[src/include/mpu_defines.svh]
`ifndef MPU_DEFINES_SVH
`define MPU_DEFINES_SVH

// register and address widths
`define XLEN            32
`define PADDR_LEN       34
`define MPU_ENTRIES     16

// pmp cfg byte fields
`define PMPCFG_R_BIT    0
`define PMPCFG_W_BIT    1
`define PMPCFG_X_BIT    2
`define PMPCFG_A_BIT    4:3
`define PMPCFG_L_BIT    7

// pma cfg byte fields
`define PMACFG_C_BIT    0
`define PMACFG_E_BIT    1
`define PMACFG_A_BIT    4:3
`define PMACFG_L_BIT    7

// address matching modes
`define PMPCFG_A_OFF    2'd0
`define PMPCFG_A_TOR    2'd1
`define PMPCFG_A_NA4    2'd2
`define PMPCFG_A_NAPOT  2'd3

`define PMACFG_A_OFF    2'd0
`define PMACFG_A_TOR    2'd1
`define PMACFG_A_NA4    2'd2
`define PMACFG_A_NAPOT  2'd3

`define FAULT_CNT_W     8

`endif

[src/design/mpu_pkg.sv]
`default_nettype none

`include "mpu_defines.svh"

package mpu_pkg;

    // one pmp or pma cfg byte
    typedef logic [7:0] cfg_t;

    // address register holding physical address bits 33:2
    typedef logic [`XLEN-1:0] addr_reg_t;

    typedef logic [`PADDR_LEN-1:0] paddr_t;

    // bits 5:4 pick the space, bits 3:0 the entry
    typedef logic [5:0] csr_sel_t;

    typedef enum logic [1:0] {
        PMPCFG,
        PMPADDR,
        PMACFG,
        PMAADDR
    } csr_space_e;

    typedef enum logic [1:0] {
        ACC_READ,
        ACC_WRITE,
        ACC_EXEC
    } acc_kind_e;

    typedef enum logic [1:0] {
        ST_IDLE,
        ST_LOOKUP,
        ST_RESP
    } fsm_state_e;

    typedef logic [`FAULT_CNT_W-1:0] fault_cnt_t;

endpackage

`default_nettype wire

[src/design/mpu_access_fsm.sv]
`timescale 1ns/10ps
`default_nettype none

module mpu_access_fsm
    import mpu_pkg::*;
(
    input  logic      clk,
    input  logic      rst_n,

    input  logic      req,
    input  paddr_t    req_paddr,
    input  acc_kind_e req_kind,
    input  logic      req_mmode,

    output paddr_t    paddr,
    input  logic      pmp_v,
    input  logic      pmp_l,
    input  logic      pmp_x,
    input  logic      pmp_w,
    input  logic      pmp_r,
    input  logic      pma_v,
    input  logic      pma_l,
    input  logic      pma_c,
    input  logic      pma_e,

    output logic      busy,
    output logic      resp_valid,
    output logic      resp_grant,
    output logic      resp_pmp_fault,
    output logic      resp_pma_fault,
    output logic      resp_cacheable,
    output logic      fault_inc
);

    fsm_state_e state;
    acc_kind_e  kind_q;
    logic       mmode_q;
    logic       perm;
    logic       pmp_ok;
    logic       pma_ok;

    always_comb begin
        case (kind_q)
            ACC_READ:  perm = pmp_r;
            ACC_WRITE: perm = pmp_w;
            ACC_EXEC:  perm = pmp_x;
            default:   perm = 1'b0;
        endcase
    end

    // machine mode is only checked against locked matching entries
    assign pmp_ok = mmode_q ? (!pmp_v || !pmp_l || perm) : (pmp_v && perm);
    // a pma region must match and exec needs the executable attribute
    assign pma_ok = pma_v && (kind_q != ACC_EXEC || pma_e);

    always_ff @(posedge clk) begin
        if (!rst_n) begin
            state <= ST_IDLE;
        end else begin
            case (state)
                ST_IDLE:   if (req) state <= ST_LOOKUP;
                ST_LOOKUP: state <= ST_RESP;
                ST_RESP:   state <= ST_IDLE;
                default:   state <= ST_IDLE;
            endcase
        end
    end

    // request capture and registered decision
    always_ff @(posedge clk) begin
        if (state == ST_IDLE && req) begin
            paddr   <= req_paddr;
            kind_q  <= req_kind;
            mmode_q <= req_mmode;
        end
        if (state == ST_LOOKUP) begin
            resp_grant     <= pmp_ok && pma_ok;
            resp_pmp_fault <= !pmp_ok;
            resp_pma_fault <= !pma_ok;
            resp_cacheable <= pma_c;
        end
    end

    assign busy       = (state != ST_IDLE);
    assign resp_valid = (state == ST_RESP);
    assign fault_inc  = resp_valid && !resp_grant;

    a_resp_one_cycle: assert property (
        @(posedge clk) disable iff (!rst_n)
        resp_valid |=> !resp_valid
    );

    a_grant_no_fault: assert property (
        @(posedge clk) disable iff (!rst_n)
        resp_valid |-> !(resp_grant && (resp_pmp_fault || resp_pma_fault))
    );

    a_busy_req_ignored: assert property (
        @(posedge clk) disable iff (!rst_n)
        (busy && req) |=> $stable(paddr)
    );

endmodule

`default_nettype wire

[config.mk]
export PLATFORM = sky130hd
export DESIGN_NAME = mpu_access_fsm
export DESIGN_NICKNAME = d
export VERILOG_FILES = /design/src/design/mpu_pkg.sv /design/src/design/mpu_access_fsm.sv
export VERILOG_INCLUDE_DIRS = /design/src /design/src/include
export SDC_FILE = /design/constraint.sdc
export NUM_CORES = 1
export LEC_CHECK = 0
export ABC_AREA = 1
export BUFFER_PORTS_ARGS = -buffer_cell sky130_fd_sc_hd__clkbuf_2
export CAP_MARGIN = 20
export CELL_PAD_IN_SITES_DETAIL_PLACEMENT = 0
export CELL_PAD_IN_SITES_GLOBAL_PLACEMENT = 1
export CORE_MARGIN = 4
export CORE_UTILIZATION = 31
export CTS_BUF_LIST = sky130_fd_sc_hd__clkbuf_8 sky130_fd_sc_hd__clkbuf_16
export DETAILED_ROUTE_END_ITERATION = 7
export PLACE_DENSITY_LB_ADDON = 0.1
export REMOVE_ABC_BUFFERS = 1
export SLEW_MARGIN = 20
export SYNTH_ARGS = -nofsm -noshare
export SYNTH_HDL_FRONTEND = slang
export SYNTH_SLANG_ARGS = --single-unit
[constraint.sdc]
create_clock -name clk -period 2.9 [get_ports clk]
set_clock_uncertainty 0.15 [all_clocks]
set_input_delay 0.435 -clock clk [delete_from_list [all_inputs] [get_ports clk]]
set_output_delay 0.435 -clock clk [all_outputs]
set_load 0.01 [all_outputs]
## Yosys cells after proc, flatten, opt, wreduce, memory -nomap -nowiden

Cells that the tools add are included.

- Logic and storage cells: 34
- Register bits after elaboration: 43
- Output and inout port bits: 41
- Bits of input ports: 49

- Reductions and logical operators: 16
- Muxes and demuxes: 4
- Eq/ne operators: 6

Operators by type and width:

| cell | number |
|---|---|
| logical AND 1 bit | 5 |
| zero test 1 bit | 5 |
| equality test 2 x 1 -> 1 bit (second input constant) | 2 |
| equality test 2 bit (second input constant) | 2 |
| zero test 2 bit | 2 |
| != test 2 bit (second input constant) | 2 |
| one-hot mux 2 bit (2 select lines) | 1 |
| logical OR 1 bit | 3 |
| one-hot mux 1 bit (3 select lines) | 1 |
| 2-to-1 mux 2 bit | 1 |
| nonzero test 2 bit | 1 |
| 2-to-1 mux 1 bit | 1 |

## Depth between registers and ports, before layout

- Word-level depth: 5
- Mapped depth: 5
- Gate-level depth less buffers: 5

## Least setup slack after synthesis

No wires, ideal clock.

- Path type: register to register
- Start point: reg state[0]
- End point: reg kind_q[0], enable pin
- Slack: 0.233 ns
- Library setup time: 0.431 ns
- Clock period less this slack: 2.667 ns
- Arrival: 2.085 ns
- Data required time: 2.319 ns
- Stages on the path, launching flop included: 4
- Buffers on the path: 0
- Cells stage by stage: dfxtp_1 -> inv_1 -> nand2_1 -> nor2_1

- Longest elaborated chain between the ends: 2

RTL lines:

| what | line | text |
|---|---|---|
| start: declaration | mpu_access_fsm.sv:35 | `fsm_state_e state;` |
| start signal: assignment | mpu_access_fsm.sv:58 | `state <= ST_IDLE;` |
| start signal: assignment | mpu_access_fsm.sv:61 | `ST_IDLE: if (req) state <= ST_LOOKUP;` |
| start signal: assignment | mpu_access_fsm.sv:62 | `ST_LOOKUP: state <= ST_RESP;` |
| zero test 2 bit | mpu_access_fsm.sv:71 | `if (state == ST_IDLE && req) begin` |
| logical AND 1 bit | mpu_access_fsm.sv:71 |  |
| end signal: assignment | mpu_access_fsm.sv:73 | `kind_q <= req_kind;` |
| end: declaration | mpu_access_fsm.sv:36 | `acc_kind_e kind_q;` |

No other way between the ends.
A chain may end at the register's enable or synchronous reset.

## Final worst setup path

- Start point: reg state[0]
- End point: out busy

- Longest elaborated chain between the ends: 1

RTL lines:

| what | line | text |
|---|---|---|
| nonzero test 2 bit | mpu_access_fsm.sv:84 | `assign busy = (state != ST_IDLE);` |
| end: declaration | mpu_access_fsm.sv:26 | `output logic busy,` |

No other way between the ends.

==> metrics <==
1st-pass router iterations=2; Fmax=619 MHz; initial antenna violation count=0; CTS clk-pin slew, worst paths=0.08 ns; largest family of logic cells by synthesized area=simple AND/OR/NAND/NOR gates; area of the mapped netlist=1380 um^2; final setup fails=0; Critical Path RT=2.32 ns; Seq cells post-synth=43; worst rel slew slack=69.4%; Setup Total Neg Slack=0 ns; Starting Density=33.2%; Diodes inserted=0; clock latency on the worst-skew pair=0.28 ns; top-count cell post-synth=edfxtp_1; top cells by count, synth=41 x edfxtp_1, 6 x inv_1, 4 x nand2_1, 4 x nand3_1; Synth cell types=10; Area Overhead vs Synth=43.6%; TritonCTS buffer count=5; num rows=23; fillcell total=389; grt ovf=0; reg-to-reg endpoint=paddr[18]; number of global-route vias before repair=886; crit path DAT=1.03 ns; Post-Synth XOR/XNOR Area=0%; RSZ-0062 raised after global routing=no; vias per cell=4.17; Avg WL per Cell=13.2 um; Iteration-0 DRC Markers=61; gp weighted congestion=0.629; clock tree buffer depth=2; setup repair bufs after CTS=0; TritonCTS clock tree=done; Finished Layout Cells=213; Post-Syn Instances=66; sequential area share after synthesis=92.4%; PortBufs=88; max cap viols=0; Setup crit end kind=output port; post-route design area=1970 um^2; Post-DRT Antenna Nets=0; Post-DP Area=1890 um^2; reg-to-reg setup timing slack=1.34 ns; Synth top area share=89.5%; crit-path max FO=3; leading area contributor after synthesis=edfxtp_1; nets@finish=211; CTS root buf=clkbuf_8; VDD IR max=307 uV; Total Wirelength=2810 um; post-synthesis mux area share=0%; Sink Count=43; H-tree levels=2; run status=finished, final reports clean; Critical Path Start=state[0]; Worst-Margin Slew=0.458 ns; Synth Area in Compound Gates=1.46%; core region area=4140 um^2; type of the worst min-delay path=in -> reg; Die Y=74.6 um; pwr/cell area=601 nW/um^2; LEAKAGE=0.000894 uW; number of synthesized flops with an enable pin=41; DR vias=889; Total Power=1190 uW; Worst Reg2Reg Path Length in Cells=4; first-pass GRT wire length=4130 um; Async SR Flop Fraction=0%; final hold violations=0; Synth Area in Simple Gates=4.46%; GRT Total Usage=10.5%; Die Width=74.6 um; Setup crit start kind=flip-flop; Synth Area per Inst=20.8 um^2; share of layout cells above drive strength 1=58.9%; fin crit share=55.7%; Main synth FF type=edfxtp_1; post-synthesis adder-cell area fraction=0%; synth warn=0; DR DRC count=0; FF-to-FF Start=state[0]; # IOs=90; Area contributors post-synth=edfxtp_1 90%, dfxtp_1 2.9%, inv_1 1.6%; cts hold-fix bufs=0; die area=5570 um^2; # placed instances=205; Slew Viols, Final=0; worst setup path endpoint=busy; Post-DP HPWL=2250 um; Final min period=1.61 ns; critical path class=reg -> out; largest net degree at the start of global routing=38; post_cts resized=0
## cell usage in the layout, fill, tap and decap left out
master	netlist	routed
nand2_1	4	4
dfxtp_1	2	2
a21boi_0	1	1
clkbuf_8	0	5
buf_4	0	1
nor2_4	0	1
nor2_1	3	2
inv_1	6	8
edfxtp_1	41	41
nand3_1	4	4
clkinv_2	0	1
nor3_1	3	3
a21oi_1	1	1
clkbuf_2	0	88
o31ai_1	1	1
## logic make-up after synthesis
family,Yosys count
buffers and inverters,6
AOI/OAI and AO/OA,3
and+or+nand+nor,14
DFF,43
## state kept, by name (all words and copies together) (netlist names)
register	flops
resp_pma_fault	1
paddr	34
resp_cacheable	1
kind_q	2
resp_pmp_fault	1
resp_grant	1
state	2
mmode_q	1
## how the worst min path moves through the flow
stage | start | end | slack (ns) | depth (start not counted)
finish | req_paddr[4] | paddr[4] | 0.17 | 1
global route | req_paddr[31] | paddr[31] | 0.14 | 1
CTS | pma_c | resp_cacheable | 0.16 | 1
detailed placement | state[1] | state[1] | 0.30 | 1
global placement | state[1] | state[1] | 0.29 | 1
floorplan | state[1] | state[1] | 0.27 | 1
## metal layers
layer / wire length, um / share of wire [%] / GRT usage [%] / vias to the layer above
li1: - / - / - / 438
met3: 356 / 13 / 5.54 / 5
met5: 0 / 0 / 0 / -
met4: 32 / 1.1 / 5.34 / 0
met2: 1450 / 52 / 17.0 / 50
met1: 971 / 35 / 11.1 / 396
## stage by stage
stage,setup slack (ns),util (%),hold slack [ns]
after floorplan,0.233,-,0.271
after global placement,1.31,45.7,0.286
after detailed placement,1.29,45.7,0.296
after CTS,1.27,47.6,0.157
after global routing,1.22,47.6,0.143
final,1.29,47.6,0.172
## final cells by class
| class | count | area [um^2] | share of cell area (%) |
|---|---|---|---|
| Timing Repair Buffer | 89 | 448 | 22.7 |
| Sequential cell | 43 | 1270 | 64.4 |
| Clock inverter | 3 | 12.5 | 0.634 |
| Inverter | 6 | 22.5 | 1.14 |
| Multi-Input combinational cell | 17 | 88.8 | 4.50 |
| Clock buffer | 5 | 68.8 | 3.49 |
| Tap cell | 50 | 62.6 | 3.17 |
## worst max-delay path, stage by stage, from the launching register on
cell,delay [ns]
dfxtp_1,0.36
inv_1,0.08
nand2_1,0.15
clkbuf_2,0.16
## where the power goes
part	switching [uW]	total (uW)	leakage, uW	internal, uW
Clock	177	339	0.0000505	162
Sequential	10.1	736	0.000408	726
Combinational	62.4	112	0.000435	49.6
Total	250	1190	0.000894	938
No activity file was read; power rests on OpenSTA's default activity.
