`src/include/mpu_defines.svh`:
```
`ifndef MPU_DEFINES_SVH
`define MPU_DEFINES_SVH

// register and address widths
`define XLEN            32
`define PADDR_LEN       34
`define MPU_ENTRIES     16

// pmp cfg byte fields
`define PMPCFG_R_BIT    0
`define PMPCFG_W_BIT    1
`define PMPCFG_X_BIT    2
`define PMPCFG_A_BIT    4:3
`define PMPCFG_L_BIT    7

// pma cfg byte fields
`define PMACFG_C_BIT    0
`define PMACFG_E_BIT    1
`define PMACFG_A_BIT    4:3
`define PMACFG_L_BIT    7

// address matching modes
`define PMPCFG_A_OFF    2'd0
`define PMPCFG_A_TOR    2'd1
`define PMPCFG_A_NA4    2'd2
`define PMPCFG_A_NAPOT  2'd3

`define PMACFG_A_OFF    2'd0
`define PMACFG_A_TOR    2'd1
`define PMACFG_A_NA4    2'd2
`define PMACFG_A_NAPOT  2'd3

`define FAULT_CNT_W     8

`endif

```
`src/design/mpu_pkg.sv`:
```
`default_nettype none

`include "mpu_defines.svh"

package mpu_pkg;

    // one pmp or pma cfg byte
    typedef logic [7:0] cfg_t;

    // address register holding physical address bits 33:2
    typedef logic [`XLEN-1:0] addr_reg_t;

    typedef logic [`PADDR_LEN-1:0] paddr_t;

    // bits 5:4 pick the space, bits 3:0 the entry
    typedef logic [5:0] csr_sel_t;

    typedef enum logic [1:0] {
        PMPCFG,
        PMPADDR,
        PMACFG,
        PMAADDR
    } csr_space_e;

    typedef enum logic [1:0] {
        ACC_READ,
        ACC_WRITE,
        ACC_EXEC
    } acc_kind_e;

    typedef enum logic [1:0] {
        ST_IDLE,
        ST_LOOKUP,
        ST_RESP
    } fsm_state_e;

    typedef logic [`FAULT_CNT_W-1:0] fault_cnt_t;

endpackage

`default_nettype wire

```
`src/design/mpu.sv`:
```
`timescale 1ns/10ps
`default_nettype none

`include "mpu_defines.svh"

module mpu
    import mpu_pkg::*;
(
    input  logic      clk,
    input  logic      rst_n,
    input  cfg_t      pmpcfg  [`MPU_ENTRIES],
    input  addr_reg_t pmpaddr [`MPU_ENTRIES],
    input  cfg_t      pmacfg  [`MPU_ENTRIES],
    input  addr_reg_t pmaaddr [`MPU_ENTRIES],
    input  paddr_t    paddr,

    output logic      pmp_v,
    output logic      pmp_l,
    output logic      pmp_x,
    output logic      pmp_w,
    output logic      pmp_r,

    output logic      pma_v,
    output logic      pma_l,
    output logic      pma_c,
    output logic      pma_e
);

    // NA4 compares the whole word and NAPOT ignores the trailing ones
    function automatic logic napot_hit(input addr_reg_t addr, input logic na4,
                                       input paddr_t pa);
        logic [`XLEN:0]   mask_tmp;
        logic [`XLEN+2:0] mask;
        paddr_t           region;
        mask_tmp  = {addr, !na4};
        mask      = {~(mask_tmp & ~(mask_tmp + 1'b1)), 2'b00};
        region    = {addr[`PADDR_LEN-3:0], 2'b00};
        napot_hit = ~|((region ^ pa) & mask[`PADDR_LEN-1:0]);
    endfunction

    function automatic logic tor_hit(input addr_reg_t base, input addr_reg_t top,
                                     input paddr_t pa);
        paddr_t lo;
        paddr_t hi;
        lo      = {base[`PADDR_LEN-3:0], 2'b00};
        hi      = {top[`PADDR_LEN-3:0], 2'b00};
        tor_hit = (lo <= pa) && (pa < hi);
    endfunction

    logic [`MPU_ENTRIES-1:0] pmp_match;
    logic [`MPU_ENTRIES-1:0] pmp_l_bits;
    logic [`MPU_ENTRIES-1:0] pmp_x_bits;
    logic [`MPU_ENTRIES-1:0] pmp_w_bits;
    logic [`MPU_ENTRIES-1:0] pmp_r_bits;

    logic [`MPU_ENTRIES-1:0] pma_match;
    logic [`MPU_ENTRIES-1:0] pma_l_bits;
    logic [`MPU_ENTRIES-1:0] pma_c_bits;
    logic [`MPU_ENTRIES-1:0] pma_e_bits;

    genvar g;
    generate
        for (g = 0; g < `MPU_ENTRIES; g++) begin : g_entry
            addr_reg_t  pmp_base;
            addr_reg_t  pma_base;
            logic [1:0] pmp_mode;
            logic [1:0] pma_mode;

            // entry 0 has an implicit base of zero
            if (g == 0) begin : g_first
                assign pmp_base = '0;
                assign pma_base = '0;
            end else begin : g_rest
                assign pmp_base = pmpaddr[g-1];
                assign pma_base = pmaaddr[g-1];
            end

            assign pmp_mode = pmpcfg[g][`PMPCFG_A_BIT];
            assign pma_mode = pmacfg[g][`PMACFG_A_BIT];

            assign pmp_match[g] =
                (pmp_mode == `PMPCFG_A_TOR && tor_hit(pmp_base, pmpaddr[g], paddr)) ||
                ((pmp_mode == `PMPCFG_A_NA4 || pmp_mode == `PMPCFG_A_NAPOT) &&
                 napot_hit(pmpaddr[g], pmp_mode == `PMPCFG_A_NA4, paddr));

            assign pma_match[g] =
                (pma_mode == `PMACFG_A_TOR && tor_hit(pma_base, pmaaddr[g], paddr)) ||
                ((pma_mode == `PMACFG_A_NA4 || pma_mode == `PMACFG_A_NAPOT) &&
                 napot_hit(pmaaddr[g], pma_mode == `PMACFG_A_NA4, paddr));

            assign pmp_l_bits[g] = pmpcfg[g][`PMPCFG_L_BIT];
            assign pmp_x_bits[g] = pmpcfg[g][`PMPCFG_X_BIT];
            assign pmp_w_bits[g] = pmpcfg[g][`PMPCFG_W_BIT];
            assign pmp_r_bits[g] = pmpcfg[g][`PMPCFG_R_BIT];

            assign pma_l_bits[g] = pmacfg[g][`PMACFG_L_BIT];
            assign pma_c_bits[g] = pmacfg[g][`PMACFG_C_BIT];
            assign pma_e_bits[g] = pmacfg[g][`PMACFG_E_BIT];
        end
    endgenerate

    // pmp permissions are ORed over all matches
    assign pmp_v = |pmp_match;
    assign pmp_l = |(pmp_match & pmp_l_bits);
    assign pmp_x = |(pmp_match & pmp_x_bits);
    assign pmp_w = |(pmp_match & pmp_w_bits);
    assign pmp_r = |(pmp_match & pmp_r_bits);

    // cacheable and executable only if every matched region agrees
    assign pma_v = |pma_match;
    assign pma_l = |(pma_match & pma_l_bits);
    assign pma_c = pma_v && !(|(pma_match & ~pma_c_bits));
    assign pma_e = pma_v && !(|(pma_match & ~pma_e_bits));

endmodule

`default_nettype wire

```
`config.mk`:
```
export PLATFORM = sky130hd
export DESIGN_NAME = mpu
export DESIGN_NICKNAME = d
export VERILOG_FILES = /design/src/design/mpu_pkg.sv /design/src/design/mpu.sv
export VERILOG_INCLUDE_DIRS = /design/src /design/src/include
export SDC_FILE = /design/constraint.sdc
export NUM_CORES = 2
export LEC_CHECK = 0
export BUFFER_PORTS_ARGS = -buffer_cell sky130_fd_sc_hd__buf_2
export CORE_AREA = 2 2 516 518
export DETAILED_ROUTE_END_ITERATION = 12
export DIE_AREA = 0 0 518 520
export SYNTH_ARGS = -nofsm -noshare
export SYNTH_HDL_FRONTEND = slang
export SYNTH_SLANG_ARGS = --single-unit
```
`constraint.sdc`:
```
create_clock -name vclk -period 12
set_input_delay 0.6 -clock vclk [all_inputs]
set_output_delay 0.6 -clock vclk [all_outputs]
set_load 0.01 [all_outputs]
```
# [Word level (Yosys, flattened, before mapping)]
# Index checks and enable logic that the tools add are counted.
[op_classes] add_sub_neg=32 n_lt_le_gt_ge=63 eq_ne=96 bitwise=169 reduce_logical=269
[ops] op="$not A32 Y32" count=64
[ops] op="$and A34 B34 Y34" count=32
[ops] op="$lt A34 B34 Y1" count=32
[ops] op="$reduce_or A34 Y1" count=32
[ops] op="$xor A34 B34 Y34" count=32
[ops] op="$add A32 B1 Y32 const B" count=32
[ops] op="$and A32 B32 Y32" count=32
[ops] op="$le A34 B34 Y1" count=30
[ops] op="$reduce_or A16 Y1" count=9
[ops] op="$eq A2 B2 Y1 const B" count=64
[ops] op="$and A16 B16 Y16" count=7
[ops] op="$logic_and A1 B1 Y1" count=98
[ops] op="$logic_not A1 Y1" count=66
[ops] op="$eq A2 B1 Y1 const B" count=32
[ops] op="$logic_or A1 B1 Y1" count=64
[ops] op="$le A1 B34 Y1 const A" count=1
[ops] op="$not A16 Y16" count=2
[word_totals] regBits=0 out_inout_bits=9 wordCells=629

# [Depth between registers and ports, before layout]
[logic_depth] depth_word=15 ltp_mapped=13 depth_no_buf=13

# [Worst setup path before layout]
# No wires, ideal clock.
[synth_timing] path_type="input to output" start="input port paddr[8]" end="output port pma_c" arrival_time_ns=4.201 setup_slack_ns=7.199 cell_stages=13 path_cell_list="inv_1 -> ha_1 -> o22ai_1 -> or4_1 -> or3_1 -> or4_1 -> or4_1 -> or4_1 -> o22a_1 -> nand3_1 -> nor4_1 -> and4_4 -> nor4_2"
[synth_via] elab_chain_len=10 elab_cells_between_ends=165 cone_classes="32 x order compare; 33 x bitwise; 100 x reduce/logical"
[synth_rtl] item="start: declaration" line="mpu.sv:15" rtl="input paddr_t paddr,"
[synth_rtl] item="branches (longest 9 deep; another with $le A1 B34 Y1)"
[synth_rtl] item="$logic_and A1 B1 Y1 *" line="mpu.sv:112" rtl="assign pma_c = pma_v && !(|(pma_match & ~pma_c_bits));"
[synth_rtl] item="end: declaration" line="mpu.sv:25" rtl="output logic pma_c,"
# Mark *: on every way between the ends.

# [Worst setup path in the final report]
[layout_timing] start="input port paddr[13]" end="output port pmp_l"
[layout_via] elab_chain_len=8 elab_cells_between_ends=162 cone_classes="32 x order compare; 33 x bitwise; 97 x reduce/logical"
[layout_rtl] item="branches (longest 6 deep; another with $le A1 B34 Y1)"
[layout_rtl] item="$and A16 B16 Y16 *" line="mpu.sv:104" rtl="assign pmp_l = |(pmp_match & pmp_l_bits);"
[layout_rtl] item="$reduce_or A16 Y1 *" line="mpu.sv:104"
[layout_rtl] item="end: declaration" line="mpu.sv:18" rtl="output logic pmp_l,"
# Marked as above.

==> impl_metrics.json <==
{
  "outcome": "finished, final reports clean",
  "synth-seq-area-share": 0,
  "netSwitchingPower_uw": 1250,
  "drc": 0,
  "fmax_mhz": 142,
  "die_w_um": 518,
  "crit_fanout": 20,
  "setup_viol": 0,
  "worst_pin_slew_ns": 1.23,
  "ant_nets": 0,
  "overflow": 0,
  "clkbuf_count": 0,
  "initial_utilization": 0.140,
  "grt_pass1_vias": 50700,
  "clkPwrFrac": 0,
  "wl_per_cell_um": 32.0,
  "irDropWorstVdd_mv": 0.0324,
  "io-pin-count": 1325,
  "dr_total_vias": 55600,
  "arrival_ns": 6.47,
  "hold_class": "in2out",
  "die_h_um": 520,
  "io_buffers": 1243,
  "grt_usage": 0.233,
  "synth_area_leaders": "ha_1 35%, a21oi_1 9.2%, nand4_1 5.2%",
  "dr.pass1.iters": 6,
  "final_common_cell": "buf_2",
  "postCtsHoldBufs": 0,
  "yosysTopAreaCell": "ha_1",
  "leakage_uw": 0.0216,
  "cts_resized": 0,
  "finalHoldViolations": 0,
  "final_nets": 8911,
  "grt_pass1_wl_mm": 432,
  "core_um2": 264000,
  "synth.top_cell.area_share": 0.346,
  "critPathCaptureType": "primary output",
  "drive_above_1_share": 0.218,
  "drt-total-wl_mm": 332,
  "syn_area_um2": 37000,
  "syn-num-nets": 7602,
  "areaGrowthSynthToFinish_pct": 32.6,
  "timing.final.crit_share": 0.589,
  "p_comb_frac": 1.000,
  "synth_cells": 5262,
  "finalCriticalPeriod_ns": 7.07,
  "maxCapViolCount": 0,
  "start_kind": "input port",
  "maxSlewViolCount": 0,
  "pwr-share-seq": 0,
  "p_per_area_nw_per_um2": 40.0,
  "regArea_um2": 0,
  "grt_max_degree": 22,
  "worstSetupPathType": "in2out",
  "rsz0062_at_grt": "no",
  "relSlewSlack": 0.173,
  "antenna_found_initial": 348,
  "final_cell_mix": "1243 x buf_2, 1024 x ha_1, 683 x a21oi_1, 505 x nand2_1, 310 x nand4_1",
  "seq_cells": 0,
  "cts_setup_buffers": 0,
  "via_per_inst": 5.36,
  "die_area_um2": 269000,
  "rows": 189,
  "endpoint": "pmp_l",
  "drtIter0Drc": 7003,
  "crit_required_ns": 11.40,
  "switching_share": 0.636,
  "place_hpwl_mm": 283,
  "ys_types": 83,
  "synth.avg_cell_area_um2": 7.04,
  "yosys_warnings": 0,
  "finalPower_uw": 1960,
  "gp_congestion": 1.04,
  "crit_start": "paddr[13]",
  "setup_tns_ns": 0,
  "p_int_uw": 714
}
[area by class of cell]
cell class	count	area [um^2]
Antenna cell	266	666
Fill cell	30500	215000
Inverter	205	850
Multi-Input combinational cell	5031	36300
Tap cell	3533	4420
Timing Repair Buffer	1333	6900
[synth_stat cells, types with 78 or more instances]
cell and count:
nor2_1 298, and3_1 148, inv_1 205, o21ai_0 287
nand2_1 505, ha_1 1024, a21o_1 107, a31oi_1 128
o22ai_1 78, nand3_1 208, nor3_1 139, nand4_1 310
a21oi_1 683, and4_1 102, nor4_1 160
[per-layer routing]
| layer | track usage | part of all wire |
|---|---|---|
| met5 | 0 | 0.0028 |
| met4 | 0.190 | 0.095 |
| met3 | 0.0924 | 0.12 |
| met2 | 0.328 | 0.39 |
| met1 | 0.276 | 0.39 |
[critical path: stages]
cell       delay (ns)
buf_2            0.18
inv_4            0.62
buf_4            0.55
ha_1             0.28
nand4_1          0.13
nor4_1           0.35
nand4_1          0.20
or3_1            0.36
o21a_1           0.11
a31oi_1          0.50
nor4b_2          0.11
buf_4            0.22
a221oi_1         0.57
nand4_1          0.15
a2111oi_0        0.92
nand4_1          0.27
buf_2            0.23
[cell families (layout without fill, tap and decap cells)]
group,Yosys count,after routing,share of synthesized area
simple gates,2177,2177,0.318
fa+ha+maj,1024,1024,0.346
buf+inv,231,1538,0.0237
mux,2,2,0.000574
other cells,0,266,0
compound gates,1828,1828,0.312
[worst min-delay path by stage]
stage,cells past startpoint,from,endpoint
after floorplan,2,pmpcfg[55],pmp_l
after global placement,4,pmacfg[103],pma_l
after detailed placement,4,pmacfg[103],pma_l
after CTS,4,pmacfg[103],pma_l
after global routing,4,pmacfg[103],pma_l
final,4,pmacfg[103],pma_l
[stage by stage]
step / util / instance area, um^2 / hold WS [ns] / std cells / setup slack, ns
after CTS: 0.184 / 48400 / 1.54 / 10100 / 5.04
final: 0.186 / 49100 / 1.54 / 10400 / 4.93
after detailed placement: 0.184 / 48400 / 1.54 / 10100 / 5.05
after global routing: 0.185 / 48800 / 1.56 / 10200 / 4.91
after floorplan: - / 37000 / 1.33 / 5262 / 7.20
after global placement: 0.184 / 48400 / 1.54 / 10100 / 5.11
[power groups by stage]
stage / Combinational (uW) / Sequential (uW) / Clock (uW)
after floorplan: 982 / 0 / 0
after global placement: 1910 / 0 / 0
final: 1960 / 0 / 0.00165
after detailed placement: 1910 / 0 / 0
after CTS: 1920 / 0 / 0
after global routing: 2130 / 0 / 0.00146
Power figures use the tool's default switching activity.
