### src/include/mpu_defines.svh
`ifndef MPU_DEFINES_SVH
`define MPU_DEFINES_SVH

// register and address widths
`define XLEN            32
`define PADDR_LEN       34
`define MPU_ENTRIES     16

// pmp cfg byte fields
`define PMPCFG_R_BIT    0
`define PMPCFG_W_BIT    1
`define PMPCFG_X_BIT    2
`define PMPCFG_A_BIT    4:3
`define PMPCFG_L_BIT    7

// pma cfg byte fields
`define PMACFG_C_BIT    0
`define PMACFG_E_BIT    1
`define PMACFG_A_BIT    4:3
`define PMACFG_L_BIT    7

// address matching modes
`define PMPCFG_A_OFF    2'd0
`define PMPCFG_A_TOR    2'd1
`define PMPCFG_A_NA4    2'd2
`define PMPCFG_A_NAPOT  2'd3

`define PMACFG_A_OFF    2'd0
`define PMACFG_A_TOR    2'd1
`define PMACFG_A_NA4    2'd2
`define PMACFG_A_NAPOT  2'd3

`define FAULT_CNT_W     8

`endif

### src/design/mpu_pkg.sv
`default_nettype none

`include "mpu_defines.svh"

package mpu_pkg;

    // one pmp or pma cfg byte
    typedef logic [7:0] cfg_t;

    // address register holding physical address bits 33:2
    typedef logic [`XLEN-1:0] addr_reg_t;

    typedef logic [`PADDR_LEN-1:0] paddr_t;

    // bits 5:4 pick the space, bits 3:0 the entry
    typedef logic [5:0] csr_sel_t;

    typedef enum logic [1:0] {
        PMPCFG,
        PMPADDR,
        PMACFG,
        PMAADDR
    } csr_space_e;

    typedef enum logic [1:0] {
        ACC_READ,
        ACC_WRITE,
        ACC_EXEC
    } acc_kind_e;

    typedef enum logic [1:0] {
        ST_IDLE,
        ST_LOOKUP,
        ST_RESP
    } fsm_state_e;

    typedef logic [`FAULT_CNT_W-1:0] fault_cnt_t;

endpackage

`default_nettype wire

### src/design/mpu_csr_bank.sv
`timescale 1ns/10ps
`default_nettype none

`include "mpu_defines.svh"

module mpu_csr_bank
    import mpu_pkg::*;
(
    input  logic             clk,
    input  logic             rst_n,
    input  logic             csr_we,
    input  csr_sel_t         csr_sel,
    input  logic [`XLEN-1:0] csr_wdata,
    output logic [`XLEN-1:0] csr_rdata,

    output cfg_t             pmpcfg  [`MPU_ENTRIES],
    output addr_reg_t        pmpaddr [`MPU_ENTRIES],
    output cfg_t             pmacfg  [`MPU_ENTRIES],
    output addr_reg_t        pmaaddr [`MPU_ENTRIES]
);

    csr_space_e space;
    logic [3:0] idx;
    logic [3:0] idx_next;
    logic       last_idx;

    logic       pmp_cfg_lock;
    logic       pmp_addr_lock;
    logic       pma_cfg_lock;
    logic       pma_addr_lock;

    assign space    = csr_space_e'(csr_sel[5:4]);
    assign idx      = csr_sel[3:0];
    assign idx_next = idx + 4'd1;
    assign last_idx = (idx == 4'(`MPU_ENTRIES - 1));

    // an entry is frozen by its own L bit
    assign pmp_cfg_lock = pmpcfg[idx][`PMPCFG_L_BIT];
    assign pma_cfg_lock = pmacfg[idx][`PMACFG_L_BIT];

    // address i is also the base of a locked TOR entry i+1
    assign pmp_addr_lock = pmp_cfg_lock ||
                           (!last_idx && pmpcfg[idx_next][`PMPCFG_L_BIT] &&
                            pmpcfg[idx_next][`PMPCFG_A_BIT] == `PMPCFG_A_TOR);
    assign pma_addr_lock = pma_cfg_lock ||
                           (!last_idx && pmacfg[idx_next][`PMACFG_L_BIT] &&
                            pmacfg[idx_next][`PMACFG_A_BIT] == `PMACFG_A_TOR);

    always_ff @(posedge clk) begin
        if (!rst_n) begin
            for (int i = 0; i < `MPU_ENTRIES; i++) begin
                pmpcfg[i]  <= '0;
                pmpaddr[i] <= '0;
                pmacfg[i]  <= '0;
                pmaaddr[i] <= '0;
            end
        end else if (csr_we) begin
            case (space)
                PMPCFG: begin
                    if (!pmp_cfg_lock)
                        pmpcfg[idx] <= csr_wdata[7:0];
                end
                PMPADDR: begin
                    if (!pmp_addr_lock)
                        pmpaddr[idx] <= csr_wdata;
                end
                PMACFG: begin
                    if (!pma_cfg_lock)
                        pmacfg[idx] <= csr_wdata[7:0];
                end
                PMAADDR: begin
                    if (!pma_addr_lock)
                        pmaaddr[idx] <= csr_wdata;
                end
                default: ;
            endcase
        end
    end

    // cfg bytes read back zero-extended
    always_comb begin
        case (space)
            PMPCFG:  csr_rdata = {{(`XLEN - 8){1'b0}}, pmpcfg[idx]};
            PMPADDR: csr_rdata = pmpaddr[idx];
            PMACFG:  csr_rdata = {{(`XLEN - 8){1'b0}}, pmacfg[idx]};
            PMAADDR: csr_rdata = pmaaddr[idx];
            default: csr_rdata = '0;
        endcase
    end

    genvar g;
    generate
        for (g = 0; g < `MPU_ENTRIES; g++) begin : g_lock_chk
            a_pmp_locked_stable: assert property (
                @(posedge clk) disable iff (!rst_n)
                pmpcfg[g][`PMPCFG_L_BIT] |=> $stable(pmpcfg[g])
            );
            a_pma_locked_stable: assert property (
                @(posedge clk) disable iff (!rst_n)
                pmacfg[g][`PMACFG_L_BIT] |=> $stable(pmacfg[g])
            );
        end
    endgenerate

endmodule

`default_nettype wire

### config.mk
export PLATFORM = sky130hd
export DESIGN_NAME = mpu_csr_bank
export DESIGN_NICKNAME = d
export VERILOG_FILES = /design/src/design/mpu_pkg.sv /design/src/design/mpu_csr_bank.sv
export VERILOG_INCLUDE_DIRS = /design/src /design/src/include
export SDC_FILE = /design/constraint.sdc
export NUM_CORES = 2
export LEC_CHECK = 0
export CAP_MARGIN = 20
export CORE_AREA = 3 3 520 522
export CTS_CLUSTER_DIAMETER = 50
export DETAILED_ROUTE_END_ITERATION = 6
export DIE_AREA = 0 0 523 525
export DONT_BUFFER_PORTS = 1
export GPL_ROUTABILITY_DRIVEN = 0
export GPL_TIMING_DRIVEN = 0
export PLACE_DENSITY = 0.41
export RECOVER_POWER = 25
export SYNTH_ARGS = -nofsm -noshare
export SYNTH_HDL_FRONTEND = slang
export SYNTH_SLANG_ARGS = --single-unit
### constraint.sdc
create_clock -name clk -period 4.1 [get_ports clk]
set_clock_uncertainty 0.05 [all_clocks]
set_input_delay 0.205 -clock clk [delete_from_list [all_inputs] [get_ports clk]]
set_output_delay 0.205 -clock clk [all_outputs]
set_load 0.005 [all_outputs]
-- Word level (Yosys, flattened, before mapping)
Cells that the tools add are included.
- bits in registers: 1280
- output and inout bits: 1312
- input bits: 41
- logic and storage cells: 120
- magnitude comparators: 3
- bitwise gates (word level): 6
- eq/ne operators: 6
- reduce and logical (&&, ||, !) cells: 13
- add/sub/neg operators: 1
- multiplexer cells: 27
- operators with widths (kind ; number):
    $bwmux 512 ; 2
    $bmux 32 s4 ; 2
    $bwmux 128 ; 2
    $mux 32 ; 5
    $bmux 8 s4 ; 4
    $demux 32 s4 ; 1
    $pmux 32 s4 ; 1
    $mux 8 ; 9
    $demux 8 s4 ; 1
    $reduce_and 3->1 ; 4
    $ge 5x5->1 const B ; 2
    $not 4->5 ; 2
    $eq 2x1->1 const B ; 3
    $logic_and 1x1->1 ; 5
    $lt 5x1->1 const B ; 1
    $add 4x1->4 const B ; 1
    $eq 2x2->1 const B ; 2
    $eq 4x4->1 const B ; 1
    $not 1->1 ; 4
    $logic_not 2->1 ; 1
    $logic_or 1x1->1 ; 2
    $logic_not 1->1 ; 1

-- Depth between registers and ports, before layout
- word-level depth: 10
- depth in mapped cells: 19
- gate-level depth less buffers: 9

-- Worst setup path before layout
No wires, ideal clock.
- kind: input to register
- start: input csr_sel[0]
- end: register pmaaddr[456] in the netlist's numbering
- stages on the path: 17
- required time: 3978 ps
- library setup time: 72 ps
- data arrival time: 4319 ps
- path slack: -341 ps
- path through: buf_2 buf_4 buf_2 buf_2 clkbuf_1 buf_2 inv_1 ha_1 clkbuf_1 o311ai_0 o21ai_0 o2111ai_1 and3_1 clkbuf_1 nor4b_1 buf_2 mux2i_1
- longest elaborated chain between the ends: 10
- elaborated cells on any way between the ends: 23
- those cells by class: 1 x add/sub; 2 x order compare; 2 x eq/ne; 9 x mux; 3 x bitwise; 6 x reduce/logical
- RTL lines (item ; line ; text):
    from (decl) ; mpu_csr_bank.sv:12 ; input csr_sel_t csr_sel,
    $add 4x1->4 ; mpu_csr_bank.sv:34 ; assign idx_next = idx + 4'd1;
    $not 4->5 (not written as such) ; mpu_csr_bank.sv:46, mpu_csr_bank.sv:47 ;
    $bmux 8 s4 ; mpu_csr_bank.sv:46, mpu_csr_bank.sv:47 ;
    $mux 8 (not written as such) (2 in a row) ; mpu_csr_bank.sv:47 ; pmacfg[idx_next][`PMACFG_A_BIT] == `PMACFG_A_TOR);
    $eq 2x1->1 (no source line) or $logic_and 1x1->1 (tied branches) ; n/a ;
    $logic_and 1x1->1 (no source line) ; n/a ;
    $logic_or 1x1->1 ; mpu_csr_bank.sv:45 ; assign pma_addr_lock = pma_cfg_lock ||
    $not 1->1 (no source line) ; n/a ;
    $reduce_and 3->1 (no source line) ; n/a ;
    to (signal, indexed assignment) ; mpu_csr_bank.sv:73 ; pmaaddr[idx] <= csr_wdata;
    to (decl) ; mpu_csr_bank.sv:19 ; output addr_reg_t pmaaddr [`MPU_ENTRIES]
Several ways; a longest one is shown, not always the timed one. The select of a mux whose other input is x is not followed.
A chain may end at the register's enable or synchronous reset.

-- Worst setup path in the final report
- start: input csr_sel[0]
- end: register pmpaddr[390] in the netlist's numbering
- longest elaborated chain between the ends: 10
- elaborated cells on any way between the ends: 23
- those cells by class: 1 x add/sub; 2 x order compare; 2 x eq/ne; 9 x mux; 3 x bitwise; 6 x reduce/logical
- RTL lines (item ; line ; text):
    $add 4x1->4 ; mpu_csr_bank.sv:34 ;
    $not 4->5 (not written as such) ; mpu_csr_bank.sv:43, mpu_csr_bank.sv:44 ;
    $bmux 8 s4 ; mpu_csr_bank.sv:43, mpu_csr_bank.sv:44 ;
    $mux 8 (not written as such) (2 in a row) ; mpu_csr_bank.sv:44 ; pmpcfg[idx_next][`PMPCFG_A_BIT] == `PMPCFG_A_TOR);
    $eq 2x1->1 (no source line) or $logic_and 1x1->1 (tied branches) ; n/a ;
    $logic_and 1x1->1 (no source line) ; n/a ;
    $logic_or 1x1->1 ; mpu_csr_bank.sv:42 ; assign pmp_addr_lock = pmp_cfg_lock ||
    $not 1->1 (no source line) ; n/a ;
    $reduce_and 3->1 (no source line) ; n/a ;
    to (signal, indexed assignment) ; mpu_csr_bank.sv:65 ; pmpaddr[idx] <= csr_wdata;
    to (decl) ; mpu_csr_bank.sv:17 ; output addr_reg_t pmpaddr [`MPU_ENTRIES],
Several ways; a longest one is shown, not always the timed one. The select of a mux whose other input is x is not followed.

==> run_results.csv <==
group,metric,value,unit
worst_setup_path,crit_buf_inv,13,
clocking,cts_made_buffers,204,
sta,finalHoldViolCount,0,
sta,finalSetupTns,0,ns
global_routing,first_global_vias,44800,
sta,setup_viol,0,
clocking,path_clk_slew,0.06,ns
die,fp.dieW,523,um
global_routing,grt_pass1_wl,522000,um
place,io_buffers,0,
worst_setup_path,startpoint_type,"input pin",
synthesis,yosysWarnings,0,
global_routing,antenna_found_initial,41,
route,drt_iter0_drc,5198,
route,dr.pass1.iters,5,
route,vias,47000,
worst_setup_path,crit_chain,"buf_4 -> buf_12 -> buf_6 -> buf_8 -> clkbuf_16 -> buf_12 -> buf_16 -> inv_1 -> ha_4 -> clkbuf_8 -> buf_6 -> nand4_1 -> nor2_1 -> a41oi_1 -> o2111ai_1 -> a31oi_4 -> buf_12 -> buf_12 -> nand2_8 -> buf_8 -> mux2i_1",
power_and_ir_drop,power_density,474,nW/um^2
cells_and_area,final_nets,5411,
cells_and_area,fillers,27800,
sta,grt_setup_unrepaired,"no",
worst_setup_path,timing.rr.start,"pmacfg[47]",
synthesis,ys_seq_area_share,46.2,%
sta,fmax,244,MHz
worst_setup_path,crit_family,"buffers and inverters",
clocking,cts-htree-levels,4,
die,core,266000,sq um
die,ios,1353,
die,placementRows,189,
cells_and_area,drive_above_1_share,19.5,%
global_routing,grt-ovfl-total,0,
worst_setup_path,slowest_stage,"o2111ai_1",
route,final_antenna_net_count,0,
worst_setup_path,arrival,4.71,ns
power_and_ir_drop,max-vdd-ir-drop,0.351,mV
sta,slew_headroom,16.2,%
clocking,clockBufferDepth,4,
synthesis,synth-seq-cells,1280,
route,wl_per_cell,46.0,um
place,place_hpwl,347000,um
worst_hold_path,hp-start,"csr_wdata[7]",
route,drt_wl_total,419000,um
synthesis,syn_avg_cell_area,11.0,sq um
place,post-place-cells,8646,
synthesis,syn_nets,5062,
sta,slew_violations,0,
worst_hold_path,min_path_type,"in -> reg",
synthesis,synth-edff-count,0,
die,start_util,20.9,%
clocking,cts_tree,"yes",
synthesis,synth_top_area_cell,"dfxtp_1",
synthesis,ys.flop_type,"dfxtp_1",
sta,min_period,4.09,ns
synthesis,yosys-top-cells-area,"dfxtp_1, mux2i_1, mux4_2",
outcome,status,"complete, no violations",
global_routing,grt_max_degree,16,
worst_setup_path,crit_path_frequent_cell,"buf_12",
clocking,clock_sinks,1280,
sta,tightest_slew,1.26,ns
sta,period_share,99.9,%
clocking,worstSkewPairLatency,0.88,ns
clocking,cts-root-buf,"clkbuf_16",
synthesis,syn_area,55400,sq um
synthesis,synthArstFlopShare,0,%
worst_setup_path,critPathKind,"in -> reg",
worst_setup_path,cp_slowest_stage_delay,0.36,ns
sta,timing.hold.ws,0.0679,ns
global_routing,track_usage,29.2,%
cells_and_area,utilization,26.4,%
worst_setup_path,worstSetupEndpointType,"flip-flop",
worst_setup_path,cp_max_fo,12,
route,vias_per_cell,5.17,
job,cap_violations,0,
synthesis,syn_inst,5017,
power_and_ir_drop,p_total,0.0332,W
cells_and_area,final_cells,9098,
die,die-area,275000,sq um
synthesis,synth.distinct_cells,40,
cells_and_area,area.growth.synth_to_final,26.6,%
power_and_ir_drop,leakagePower,30.0,nW
synthesis,netlist.area_leader.share,46.2,%
worst_setup_path,crit_start,"csr_sel[0]",
worst_setup_path,critPathRequiredTime,4.72,ns
die,die_y,525,um
route,drc_errors,0,
==> final cells by class <==
type	instances	area, sq um	share of cell area, %
clock buffer	249	5500	7.84
buffer	507	2720	3.88
tap	3533	4420	6.30
antenna	35	87.6	0.125
clock inverter	121	1650	2.35
timing repair buffer	145	2170	3.10
multi-input combinational	3224	28000	39.9
sequential	1280	25600	36.5
inverter	4	15.0	0.0214
==> Yosys cell counts, drive strengths merged, types with 3 or more instances <==
cell type and count:
dfxtp 1280, nand2 1064, mux2i 1050, mux4 406, clkbuf 347, nand3 273, o21ai 259, buf 162
nor2b 92, nand4b 18, and2 8, nor2 8, o31ai 6, and3 5, ha 4, inv 4
nand4 4, a41oi 3, o2111ai 3
==> what timing repair did <==
item,in CTS,in global routing
pin swaps,7,0
hold buffers,34,0
gates cloned,0,0
endpoints found under the hold margin,598,0
endpoints found under the setup margin,1088,672
setup buffers,9,0
resized for setup,201,21
==> worst paths after layout <==
path	to	slack, ns	cells after the start
max	pmpaddr[390]	0.005	21
min	pmacfg[7]	0.07	2
max reg2reg	pmacfg[54]	0.16	10
min reg2reg	pmaaddr[451]	0.44	2
==> through the flow <==
step | area, sq um | setup WS, ns
after floorplan | 55500 | 0.0564
after global placement | 59900 | -6.29
after detailed placement | 61600 | -4.27
after CTS | 69900 | -0.123
after global routing | 70100 | 0.00489
final | 70100 | 0.00513
==> cells in the final DEF, fill, tap and decap left out, types with 24 or more instances in the layout <==
master	n
buf_1	42
buf_4	37
buf_6	61
buf_8	82
bufinv_16	27
clkbuf_1	325
clkbuf_16	206
clkbuf_2	34
clkinv_2	26
dfxtp_1	1280
diode_2	35
dlygate4sd3_1	34
inv_6	24
mux2i_1	1050
mux4_2	406
nand2_1	1039
nand3_1	270
nor2b_1	88
o21ai_0	257
==> registers in the layout, summed over array words and instances, names as in the netlist <==
name,count
pmacfg,128
pmaaddr,512
pmpaddr,512
pmpcfg,128
==> cell families (layout without fill, tap and decap cells) <==
family	Yosys count	after routing	share of synthesized area, %
AO/OA/AOI/OAI	279	279	2.65
XOR/XNOR	3	3	0.0474
adder cells (fa/ha/maj)	4	4	0.0903
buffers and inverters	513	1026	3.98
flip-flops	1280	1280	46.2
multiplexers	1456	1456	35.5
other	0	35	0
AND/OR/NAND/NOR	1482	1482	11.5
==> metal layers <==
| metal | vias up | track usage [%] | wire [um] |
|---|---|---|---|
| met2 | 3086 | 50.0 | 204000 |
| met3 | 751 | 12.4 | 47200 |
| met5 | - | 0 | 117 |
| met1 | 24500 | 30.2 | 142000 |
| met4 | 14 | 15.4 | 26100 |
| li1 | 18700 | - | - |
==> power by group <==
group	switching, W	internal (W)	total (W)
sequential	0.0000975	0.0125	0.0126
combinational	0.00162	0.000549	0.00217
clock	0.00713	0.0113	0.0185
total	0.00884	0.0244	0.0332
(Power assumes the default switching activity.)
